File: config.mk
export PLATFORM = sky130hd
export DESIGN_NAME = riscv_decode
export DESIGN_NICKNAME = d
export VERILOG_FILES = /design/src/decode_pkg.sv /design/src/pipe_stage.sv /design/src/alu_decode.sv /design/src/flow_mem_decode.sv /design/src/instr_decoder.sv /design/src/riscv_decode.sv
export SDC_FILE = /design/constraint.sdc
export NUM_CORES = 1
export LEC_CHECK = 0
export BUFFER_PORTS_ARGS = -buffer_cell sky130_fd_sc_hd__buf_2
export CAP_MARGIN = 10
export CORE_UTILIZATION = 55
export CTS_CLUSTER_SIZE = 16
export DETAILED_ROUTE_END_ITERATION = 10
export MAX_ROUTING_LAYER = met4
export PLACE_DENSITY = 0.82
export REMOVE_ABC_BUFFERS = 1
export SLEW_MARGIN = 10
export SYNTH_ARGS = -nofsm -noshare
export SYNTH_HDL_FRONTEND = slang
export SYNTH_SLANG_ARGS = --single-unit
File: constraint.sdc
create_clock -name clk -period 4.5 [get_ports clk]
set_input_delay 0.9 -clock clk [delete_from_list [all_inputs] [get_ports clk]]
set_output_delay 0.9 -clock clk [all_outputs]
set_load 0.005 [all_outputs]
File: src/decode_pkg.sv
`default_nettype none

package decode_pkg;

    typedef logic [31:0] instr_t;

    // Major opcodes
    localparam logic [6:0] OPC_OP        = 7'b0110011;
    localparam logic [6:0] OPC_OP_IMM    = 7'b0010011;
    localparam logic [6:0] OPC_OP_32     = 7'b0111011;
    localparam logic [6:0] OPC_OP_IMM_32 = 7'b0011011;
    localparam logic [6:0] OPC_LOAD      = 7'b0000011;
    localparam logic [6:0] OPC_STORE     = 7'b0100011;
    localparam logic [6:0] OPC_LUI       = 7'b0110111;
    localparam logic [6:0] OPC_AUIPC     = 7'b0010111;
    localparam logic [6:0] OPC_JAL       = 7'b1101111;
    localparam logic [6:0] OPC_JALR      = 7'b1100111;
    localparam logic [6:0] OPC_BRANCH    = 7'b1100011;

    // Integer groups, shared by register and immediate forms
    localparam logic [2:0] F3_ADD  = 3'b000;
    localparam logic [2:0] F3_SLL  = 3'b001;
    localparam logic [2:0] F3_SLT  = 3'b010;
    localparam logic [2:0] F3_SLTU = 3'b011;
    localparam logic [2:0] F3_XOR  = 3'b100;
    localparam logic [2:0] F3_SRL  = 3'b101;
    localparam logic [2:0] F3_OR   = 3'b110;
    localparam logic [2:0] F3_AND  = 3'b111;

    localparam logic [2:0] F3_LB  = 3'b000;
    localparam logic [2:0] F3_LH  = 3'b001;
    localparam logic [2:0] F3_LW  = 3'b010;
    localparam logic [2:0] F3_LD  = 3'b011;
    localparam logic [2:0] F3_LBU = 3'b100;
    localparam logic [2:0] F3_LHU = 3'b101;
    localparam logic [2:0] F3_LWU = 3'b110;

    localparam logic [2:0] F3_SB = 3'b000;
    localparam logic [2:0] F3_SH = 3'b001;
    localparam logic [2:0] F3_SW = 3'b010;
    localparam logic [2:0] F3_SD = 3'b011;

    localparam logic [2:0] F3_BEQ  = 3'b000;
    localparam logic [2:0] F3_BNE  = 3'b001;
    localparam logic [2:0] F3_BLT  = 3'b100;
    localparam logic [2:0] F3_BGE  = 3'b101;
    localparam logic [2:0] F3_BLTU = 3'b110;
    localparam logic [2:0] F3_BGEU = 3'b111;

    localparam logic [2:0] F3_JALR = 3'b000;

    localparam logic [6:0] F7_BASE = 7'b0000000;
    localparam logic [6:0] F7_ALT  = 7'b0100000;

    // RV64 shift immediates keep shamt[5] in bit 25
    localparam logic [5:0] F6_BASE = 6'b000000;
    localparam logic [5:0] F6_ALT  = 6'b010000;

    typedef enum logic [5:0] {
        OP_ILLEGAL = 6'd0,
        OP_ADD, OP_SUB, OP_SLL, OP_SLT, OP_SLTU,
        OP_XOR, OP_SRL, OP_SRA, OP_OR, OP_AND,
        OP_ADDI, OP_SLTI, OP_SLTIU, OP_XORI, OP_ORI,
        OP_ANDI, OP_SLLI, OP_SRLI, OP_SRAI,
        OP_ADDW, OP_SUBW, OP_SLLW, OP_SRLW, OP_SRAW,
        OP_ADDIW, OP_SLLIW, OP_SRLIW, OP_SRAIW,
        OP_LB, OP_LH, OP_LW, OP_LD, OP_LBU, OP_LHU, OP_LWU,
        OP_SB, OP_SH, OP_SW, OP_SD,
        OP_LUI, OP_AUIPC, OP_JAL, OP_JALR,
        OP_BEQ, OP_BNE, OP_BLT, OP_BGE, OP_BLTU, OP_BGEU
    } op_t;

    typedef enum logic [3:0] {
        ALU_NOP = 4'd0,
        ALU_ADD,
        ALU_SUB,
        ALU_AND,
        ALU_OR,
        ALU_XOR,
        ALU_LT,
        ALU_LTU,
        ALU_SL,
        ALU_SRU,
        ALU_SR,
        ALU_SRUW,   // Word logical right shift
        ALU_SRW,    // Word arithmetic right shift
        ALU_DIRECT  // Pass operand through
    } alu_func_t;

    // All fields zero means illegal
    typedef struct packed {
        op_t       op;
        logic      regwrite;
        alu_func_t alufunc;
        logic      mem_read;
        logic      mem_write;
    } control_t;

endpackage

`default_nettype wire

File: src/pipe_stage.sv
`timescale 1ns/100ps
`default_nettype none

module pipe_stage #(
    parameter type T = logic [31:0]
) (
    input  logic clk,
    input  logic rst_n,
    input  logic in_valid,
    output logic in_ready,
    input  T     in_data,
    output logic out_valid,
    input  logic out_ready,
    output T     out_data
);

    logic full;
    T     data_q;
    logic take_in;

    // Empty, or the held item leaves this cycle
    assign in_ready  = !full || out_ready;
    assign take_in   = in_valid && in_ready;
    assign out_valid = full;
    assign out_data  = data_q;

    always_ff @(posedge clk or negedge rst_n) begin
        if (!rst_n) begin
            full <= 1'b0;
        end else if (take_in) begin
            full <= 1'b1;
        end else if (out_ready) begin
            full <= 1'b0;   // Drained with nothing new
        end
    end

    always_ff @(posedge clk) begin
        if (take_in) begin
            data_q <= in_data;
        end
    end

endmodule

`default_nettype wire

File: src/alu_decode.sv
`timescale 1ns/100ps
`default_nettype none

module alu_decode (
    input  logic [6:0]           opcode,
    input  logic [2:0]           funct3,
    input  logic [6:0]           funct7,
    input  logic [5:0]           funct6,
    output decode_pkg::control_t ctl,
    output logic                 hit
);
    import decode_pkg::*;

    function automatic control_t int_ctl(input op_t op_sel, input alu_func_t func_sel);
        return '{op: op_sel, regwrite: 1'b1, alufunc: func_sel,
                 mem_read: 1'b0, mem_write: 1'b0};
    endfunction

    assign hit = opcode inside {OPC_OP, OPC_OP_IMM, OPC_OP_32, OPC_OP_IMM_32};

    always_comb begin
        ctl = '0;
        case (opcode)
            OPC_OP: begin
                case ({funct7, funct3})
                    {F7_BASE, F3_ADD}:  ctl = int_ctl(OP_ADD, ALU_ADD);
                    {F7_ALT, F3_ADD}:   ctl = int_ctl(OP_SUB, ALU_SUB);
                    {F7_BASE, F3_SLL}:  ctl = int_ctl(OP_SLL, ALU_SL);
                    {F7_BASE, F3_SLT}:  ctl = int_ctl(OP_SLT, ALU_LT);
                    {F7_BASE, F3_SLTU}: ctl = int_ctl(OP_SLTU, ALU_LTU);
                    {F7_BASE, F3_XOR}:  ctl = int_ctl(OP_XOR, ALU_XOR);
                    {F7_BASE, F3_SRL}:  ctl = int_ctl(OP_SRL, ALU_SRU);
                    {F7_ALT, F3_SRL}:   ctl = int_ctl(OP_SRA, ALU_SR);
                    {F7_BASE, F3_OR}:   ctl = int_ctl(OP_OR, ALU_OR);
                    {F7_BASE, F3_AND}:  ctl = int_ctl(OP_AND, ALU_AND);
                    default:            ctl = '0;
                endcase
            end
            OPC_OP_IMM: begin
                case (funct3)
                    F3_ADD:  ctl = int_ctl(OP_ADDI, ALU_ADD);
                    F3_SLT:  ctl = int_ctl(OP_SLTI, ALU_LT);
                    F3_SLTU: ctl = int_ctl(OP_SLTIU, ALU_LTU);
                    F3_XOR:  ctl = int_ctl(OP_XORI, ALU_XOR);
                    F3_OR:   ctl = int_ctl(OP_ORI, ALU_OR);
                    F3_AND:  ctl = int_ctl(OP_ANDI, ALU_AND);
                    F3_SLL: begin
                        if (funct6 == F6_BASE) begin
                            ctl = int_ctl(OP_SLLI, ALU_SL);
                        end
                    end
                    F3_SRL: begin
                        if (funct6 == F6_BASE) begin
                            ctl = int_ctl(OP_SRLI, ALU_SRU);
                        end else if (funct6 == F6_ALT) begin
                            ctl = int_ctl(OP_SRAI, ALU_SR);
                        end
                    end
                    default: ctl = '0;
                endcase
            end
            OPC_OP_32: begin
                case ({funct7, funct3})
                    {F7_BASE, F3_ADD}: ctl = int_ctl(OP_ADDW, ALU_ADD);
                    {F7_ALT, F3_ADD}:  ctl = int_ctl(OP_SUBW, ALU_SUB);
                    {F7_BASE, F3_SLL}: ctl = int_ctl(OP_SLLW, ALU_SL);
                    {F7_BASE, F3_SRL}: ctl = int_ctl(OP_SRLW, ALU_SRUW);
                    {F7_ALT, F3_SRL}:  ctl = int_ctl(OP_SRAW, ALU_SRW);
                    default:           ctl = '0;
                endcase
            end
            OPC_OP_IMM_32: begin
                // Word shift amount is 5 bits, so all of funct7 is checked
                case ({funct7, funct3})
                    {F7_BASE, F3_SLL}: ctl = int_ctl(OP_SLLIW, ALU_SL);
                    {F7_BASE, F3_SRL}: ctl = int_ctl(OP_SRLIW, ALU_SRUW);
                    {F7_ALT, F3_SRL}:  ctl = int_ctl(OP_SRAIW, ALU_SRW);
                    default: begin
                        if (funct3 == F3_ADD) begin
                            ctl = int_ctl(OP_ADDIW, ALU_ADD);   // Immediate in funct7 bits
                        end
                    end
                endcase
            end
            default: ctl = '0;
        endcase
    end

endmodule

`default_nettype wire

File: src/flow_mem_decode.sv
`timescale 1ns/100ps
`default_nettype none

module flow_mem_decode (
    input  logic [6:0]           opcode,
    input  logic [2:0]           funct3,
    output decode_pkg::control_t ctl,
    output logic                 hit
);
    import decode_pkg::*;

    assign hit = opcode inside {OPC_LOAD, OPC_STORE, OPC_LUI, OPC_AUIPC,
                                OPC_JAL, OPC_JALR, OPC_BRANCH};

    // Field order is op, regwrite, alufunc, mem_read, mem_write
    always_comb begin
        ctl = '0;
        case (opcode)
            OPC_LOAD: begin
                case (funct3)
                    F3_LB:   ctl = '{OP_LB, 1'b1, ALU_NOP, 1'b1, 1'b0};
                    F3_LH:   ctl = '{OP_LH, 1'b1, ALU_NOP, 1'b1, 1'b0};
                    F3_LW:   ctl = '{OP_LW, 1'b1, ALU_NOP, 1'b1, 1'b0};
                    F3_LD:   ctl = '{OP_LD, 1'b1, ALU_NOP, 1'b1, 1'b0};
                    F3_LBU:  ctl = '{OP_LBU, 1'b1, ALU_NOP, 1'b1, 1'b0};
                    F3_LHU:  ctl = '{OP_LHU, 1'b1, ALU_NOP, 1'b1, 1'b0};
                    F3_LWU:  ctl = '{OP_LWU, 1'b1, ALU_NOP, 1'b1, 1'b0};
                    default: ctl = '0;
                endcase
            end
            OPC_STORE: begin
                case (funct3)
                    F3_SB:   ctl = '{OP_SB, 1'b0, ALU_DIRECT, 1'b0, 1'b1};
                    F3_SH:   ctl = '{OP_SH, 1'b0, ALU_DIRECT, 1'b0, 1'b1};
                    F3_SW:   ctl = '{OP_SW, 1'b0, ALU_DIRECT, 1'b0, 1'b1};
                    F3_SD:   ctl = '{OP_SD, 1'b0, ALU_DIRECT, 1'b0, 1'b1};
                    default: ctl = '0;
                endcase
            end
            OPC_LUI:   ctl = '{OP_LUI, 1'b1, ALU_DIRECT, 1'b0, 1'b0};
            OPC_AUIPC: ctl = '{OP_AUIPC, 1'b1, ALU_ADD, 1'b0, 1'b0};
            OPC_JAL:   ctl = '{OP_JAL, 1'b1, ALU_ADD, 1'b0, 1'b0};   // Link address
            OPC_JALR: begin
                if (funct3 == F3_JALR) begin
                    ctl = '{OP_JALR, 1'b1, ALU_ADD, 1'b0, 1'b0};
                end
            end
            OPC_BRANCH: begin
                case (funct3)
                    F3_BEQ:  ctl = '{OP_BEQ, 1'b0, ALU_NOP, 1'b0, 1'b0};
                    F3_BNE:  ctl = '{OP_BNE, 1'b0, ALU_NOP, 1'b0, 1'b0};
                    F3_BLT:  ctl = '{OP_BLT, 1'b0, ALU_NOP, 1'b0, 1'b0};
                    F3_BGE:  ctl = '{OP_BGE, 1'b0, ALU_NOP, 1'b0, 1'b0};
                    F3_BLTU: ctl = '{OP_BLTU, 1'b0, ALU_NOP, 1'b0, 1'b0};
                    F3_BGEU: ctl = '{OP_BGEU, 1'b0, ALU_NOP, 1'b0, 1'b0};
                    default: ctl = '0;   // 010 and 011 unused
                endcase
            end
            default: ctl = '0;
        endcase
    end

endmodule

`default_nettype wire

File: src/instr_decoder.sv
`timescale 1ns/100ps
`default_nettype none

module instr_decoder (
    input  decode_pkg::instr_t   instr,
    output decode_pkg::control_t ctl
);
    import decode_pkg::*;

    logic [6:0] opcode;
    logic [2:0] funct3;
    logic [6:0] funct7;
    logic [5:0] funct6;
    control_t   alu_ctl;
    control_t   fm_ctl;
    logic       alu_hit;
    logic       fm_hit;

    assign opcode = instr[6:0];
    assign funct3 = instr[14:12];
    assign funct7 = instr[31:25];
    assign funct6 = instr[31:26];   // Overlaps funct7

    alu_decode i_alu_decode (
        .opcode (opcode),
        .funct3 (funct3),
        .funct7 (funct7),
        .funct6 (funct6),
        .ctl    (alu_ctl),
        .hit    (alu_hit)
    );

    flow_mem_decode i_flow_mem_decode (
        .opcode (opcode),
        .funct3 (funct3),
        .ctl    (fm_ctl),
        .hit    (fm_hit)
    );

    // SYSTEM and unknown opcodes hit neither sub-decoder
    assign ctl = alu_hit ? alu_ctl : (fm_hit ? fm_ctl : '0);

endmodule

`default_nettype wire

File: src/riscv_decode.sv
`timescale 1ns/100ps
`default_nettype none

module riscv_decode (
    input  logic                 clk,
    input  logic                 rst_n,
    input  logic                 instr_valid,
    output logic                 instr_ready,
    input  decode_pkg::instr_t   instr,
    output logic                 ctl_valid,
    input  logic                 ctl_ready,
    output decode_pkg::control_t ctl
);
    import decode_pkg::*;

    logic     mid_valid;
    logic     mid_ready;
    instr_t   mid_instr;
    control_t dec_ctl;

    pipe_stage #(.T(instr_t)) i_instr_stage (
        .clk       (clk),
        .rst_n     (rst_n),
        .in_valid  (instr_valid),
        .in_ready  (instr_ready),
        .in_data   (instr),
        .out_valid (mid_valid),
        .out_ready (mid_ready),
        .out_data  (mid_instr)
    );

    instr_decoder i_instr_decoder (
        .instr (mid_instr),
        .ctl   (dec_ctl)
    );

    // Decoder sits between the stages in the data path only
    pipe_stage #(.T(control_t)) i_ctl_stage (
        .clk       (clk),
        .rst_n     (rst_n),
        .in_valid  (mid_valid),
        .in_ready  (mid_ready),
        .in_data   (dec_ctl),
        .out_valid (ctl_valid),
        .out_ready (ctl_ready),
        .out_data  (ctl)
    );

endmodule

`default_nettype wire

# Word level (Yosys, flattened, before mapping)
# Cells that the tools add are included.
# totals
reg_bits	47
latchBits	0
mem_bits_rw	0
mem_bits_ro	0
inputBits	36
output_inout_bits	15
elab_cells	69
mem_count	0
# classes
addsub	0
mul	0
div_mod_pow	0
n_lt_le_gt_ge	0
eq_ne	28
shift	0
mux	20
bitwise	0
reduce_logical	13
# ops
operator	n
$pmux 13 s7	2
$pmux 11 s10	1
$pmux 13 s4	2
$pmux 13 s8	1
$pmux 13 s6	1
$pmux 12 s5	1
$mux 12	4
$eq 10x3->1 const B	4
$mux 13	3
$pmux 12 s3	1
$eq 7x6->1 const B	4
$eq 7x5->1 const B	3
$eq 7x7->1 const B	3
$eq 10x2->1 const B	2
$eq 10x9->1 const B	2
$eq 3x3->1 const B	4
$eq 10x1->1 const B	1
$logic_not 10->1	1
$eq 7x2->1 const B	1
$reduce_bool 7->1	1
$eq 3x2->1 const B	2
$eq 6x5->1 const B	1
$logic_not 6->1	1
$mux 1	4
7 further kinds	11

# Depth between registers and ports, before layout
# depth
depth_word	6
ltp_mapped	7
ltp_nobuf	5

# By module
# A second synthesis with hierarchy kept.
# hier_totals
cells_unflattened	253
hier_area_um2	2788.9
# by_module_without_submodules
mod	instances	cells_per_inst	area_each_um2	seq_area_each_um2
pipe_stage at i_instr_stage	1	36	1014.7	985.9
alu_decode	1	122	815.8	0.0
pipe_stage at i_ctl_stage	1	17	444.2	415.4
flow_mem_decode	1	58	365.4	0.0
instr_decoder	1	20	148.9	0.0

# Worst setup path before layout
# No wires, ideal clock.
# synth_path
path_type	input to output
from	input port ctl_ready
to	output port instr_ready
t_arrival_ps	1074
required_ps	3600
path_slack_ps	2526
cell_stages	1
path_buffers	0
cell_sequence	nand3b_1
# synth_via
elab_chain_cells	2
# synth_rtl
item	line	rtl
start: declaration	riscv_decode.sv:11	input logic ctl_ready,
$logic_or 1x1->1 (2 in a row)	pipe_stage.sv:22	assign in_ready = !full || out_ready;
end: declaration	riscv_decode.sv:8	output logic instr_ready,
# Every way passes these cells.

==> flow_summary.ini <==
[outcome]
status = finished clean

[cells_and_area]
n_antenna_cell = 0
drive_gt1_frac = 0.250
fillers = 260
final_area_sq_um = 2200
synthToLayoutAreaGrowth_pct = 12.1
stdcell_count = 266
fin_nets = 255

[global_routing]
antenna_found_initial = 0
grt.total_usage = 0.237
grt_overflow = 0
grt_max_degree = 30
first_global_vias = 1316
grt_pass1_wl_um = 6270

[power_and_ir_drop]
irDropWorstVdd_mv = 0.184
powerDensity_nw_per_um2 = 287
leakage_nw = 0.812

[worst_hold_path]
min_path_type = input pin to async pin

[sta]
period_share = 0.501
hold_ws_ns = 0.334
postLayoutSetupSlackWorst_ns = 2.25
finClkSkew_ns = 0.0122
setup_viol = 0
hold_violations = 0
rsz0062_at_grt = no
fin_crit_ns = 2.25
worst_pin_slew_ns = 0.923
max_slew_margin = 0.385
tns_ns = 0
max_freq_mhz = 443
slew_violations = 0

[cts]
cts_buffer_depth = 2
path_clk_slew_ns = 0.10
h-tree-depth = 2
cts.sinks = 32
insertion_delay_ns = 0.33
postCtsHoldBufs = 0
cts_setup_buffers = 0
clock_tree.root_cell = clkbuf_4
cts-resized-gates = 0
cts_tree = yes
cts_buffers = 5

[worst_setup_path]
critPathRequiredTime_ns = 4.67
critPathMaxStageDelay_ns = 0.72
cp-end-kind = register
crit_family = compound AO/OA/AOI/OAI gates
path_cells = and2_1, nor2b_1, a2111oi_0, a21oi_1, o211ai_1
critPathLaunchType = register
cp.arrival_ns = 2.43
criticalPathCategory = register to register
cp_slowest_cell = edfxtp_1
timing.critical_path.buf_inv = 0
cp_max_fo = 25

[drt]
num_vias = 1598
via_per_inst = 6.01
wl_per_cell_um = 14.4
firstDrtPassIters = 5
route.detailed.drc = 0
ant_nets = 0
wl_um = 3830
drtIter0Drc = 82

[synth]
yosys_warnings = 0
syn_area_sq_um = 1960
synth_ff_type = edfxtp_1
synth_seq_cells = 32
syn_inst = 189
ys_seq_area_frac = 0.484
async_flop_share = 0.0625
avgSynthCellArea_sq_um = 10.4
synth_edf_count = 30
yosysUniqueCellTypes = 54

[placement]
port_buffers = 35
place.detailed.hpwl_um = 2730
place_area_sq_um = 2130
place_inst = 258
gp_congestion = 0.961
dp_slack_ns = 2.25

[floorplan]
rows = 21
die-height_um = 61.8
die_w_um = 61.8
start_util = 0.580
core-area_sq_um = 3390
ioPinCount = 51
dieArea_sq_um = 3810

[job]
cap_violations = 0
[layout by cell type (no fill, tap or decap), types with 4 or more instances in the layout]
cell	netlist	routed
a21oi_1	12	12
and2_1	4	4
buf_2	9	35
clkbuf_4	0	5
edfxtp_1	30	30
nand2_1	15	15
nand2b_1	11	11
nand3_1	8	8
nand4_1	6	6
nor2_1	10	10
nor2b_1	6	6
nor3_1	12	12
o21ai_0	7	7
[cells in the mapped netlist (2+ instances only)]
master	count	area (sq um)
nand3_1	8	40.0
o21a_1	2	15.0
a21oi_1	12	60.1
dfrtp_1	2	50.1
a31oi_1	3	18.8
o21bai_1	2	15.0
o22ai_1	2	12.5
nor3b_2	2	25.0
a41oi_1	3	26.3
buf_2	9	45.0
nor3_1	12	60.1
and2_1	4	25.0
nor2_1	10	37.5
nor4_1	2	12.5
nand2b_1	11	68.8
o21ai_0	7	35.0
clkbuf_1	2	7.51
a2111oi_0	2	17.5
nand4_1	6	37.5
nor2b_1	6	37.5
a21o_1	3	22.5
edfxtp_1	30	901
o211ai_1	3	22.5
mux2i_1	2	20.0
nand2_1	15	56.3
[through the flow]
stage	utilization	power, mW
after global placement	0.629	0.453
after floorplan	-	0.423
after CTS	0.650	0.635
after global routing	0.650	0.664
final	0.650	0.632
after detailed placement	0.629	0.454
[layout make-up]
type                       instances  area (sq um)  share of cell area
tap                               46          57.6              0.0261
multi-input combinational        144           946               0.430
inverter                           1          3.75             0.00170
clock buffer                       8          68.8              0.0313
sequential                        32           951               0.432
timing repair buffer              35           175              0.0795
[worst paths after layout]
kind                                                       endpoint  cells past startpoint                                 start  slack, ns
worst max-delay path              i_ctl_stage.out_data[9]$_DFFE_PP_                      5  i_instr_stage.out_data[12]$_DFFE_PP_       2.25
worst min-delay path            i_instr_stage.out_valid$_DFFE_PN0P_                      1                                 rst_n       0.33
worst max register to register    i_ctl_stage.out_data[9]$_DFFE_PP_                      5  i_instr_stage.out_data[12]$_DFFE_PP_       2.25
worst min register to register    i_ctl_stage.out_valid$_DFFE_PN0P_                      1   i_instr_stage.out_valid$_DFFE_PN0P_       0.49
max in group asynchronous         i_ctl_stage.out_valid$_DFFE_PN0P_                      1                                 rst_n       4.08
min in group clk                  i_ctl_stage.out_valid$_DFFE_PN0P_                      1   i_instr_stage.out_valid$_DFFE_PN0P_       0.49
[power by group]
group          internal [mW]  switching [mW]
combinational         0.0341          0.0381
sequential             0.348          0.0276
clock                 0.0918          0.0919
[cells by family after synthesis]
group	Yosys count	share of synthesized area
AOI/OAI and AO/OA	51	0.193
xor gates and xnor gates	2	0.00892
buffers and inverters	13	0.0344
DFF	32	0.484
muxes	2	0.0102
and+or+nand+nor	89	0.269
[metal layers]
metal	GRT usage	vias to the layer above	wire (um)
li1	-	792	-
met1	0.325	704	1640
met2	0.347	91	1760
met3	0.0559	11	337
met4	0.0794	0	88
met5	-	-	0
[sequential cells by signal, summed over array words and instances, names as in the netlist]
name and cells:
i_ctl_stage.out_valid 1, i_ctl_stage.out_data 13, i_instr_stage.out_data 17, i_instr_stage.out_valid 1
Note: power is estimated with default switching activity, not from simulation.
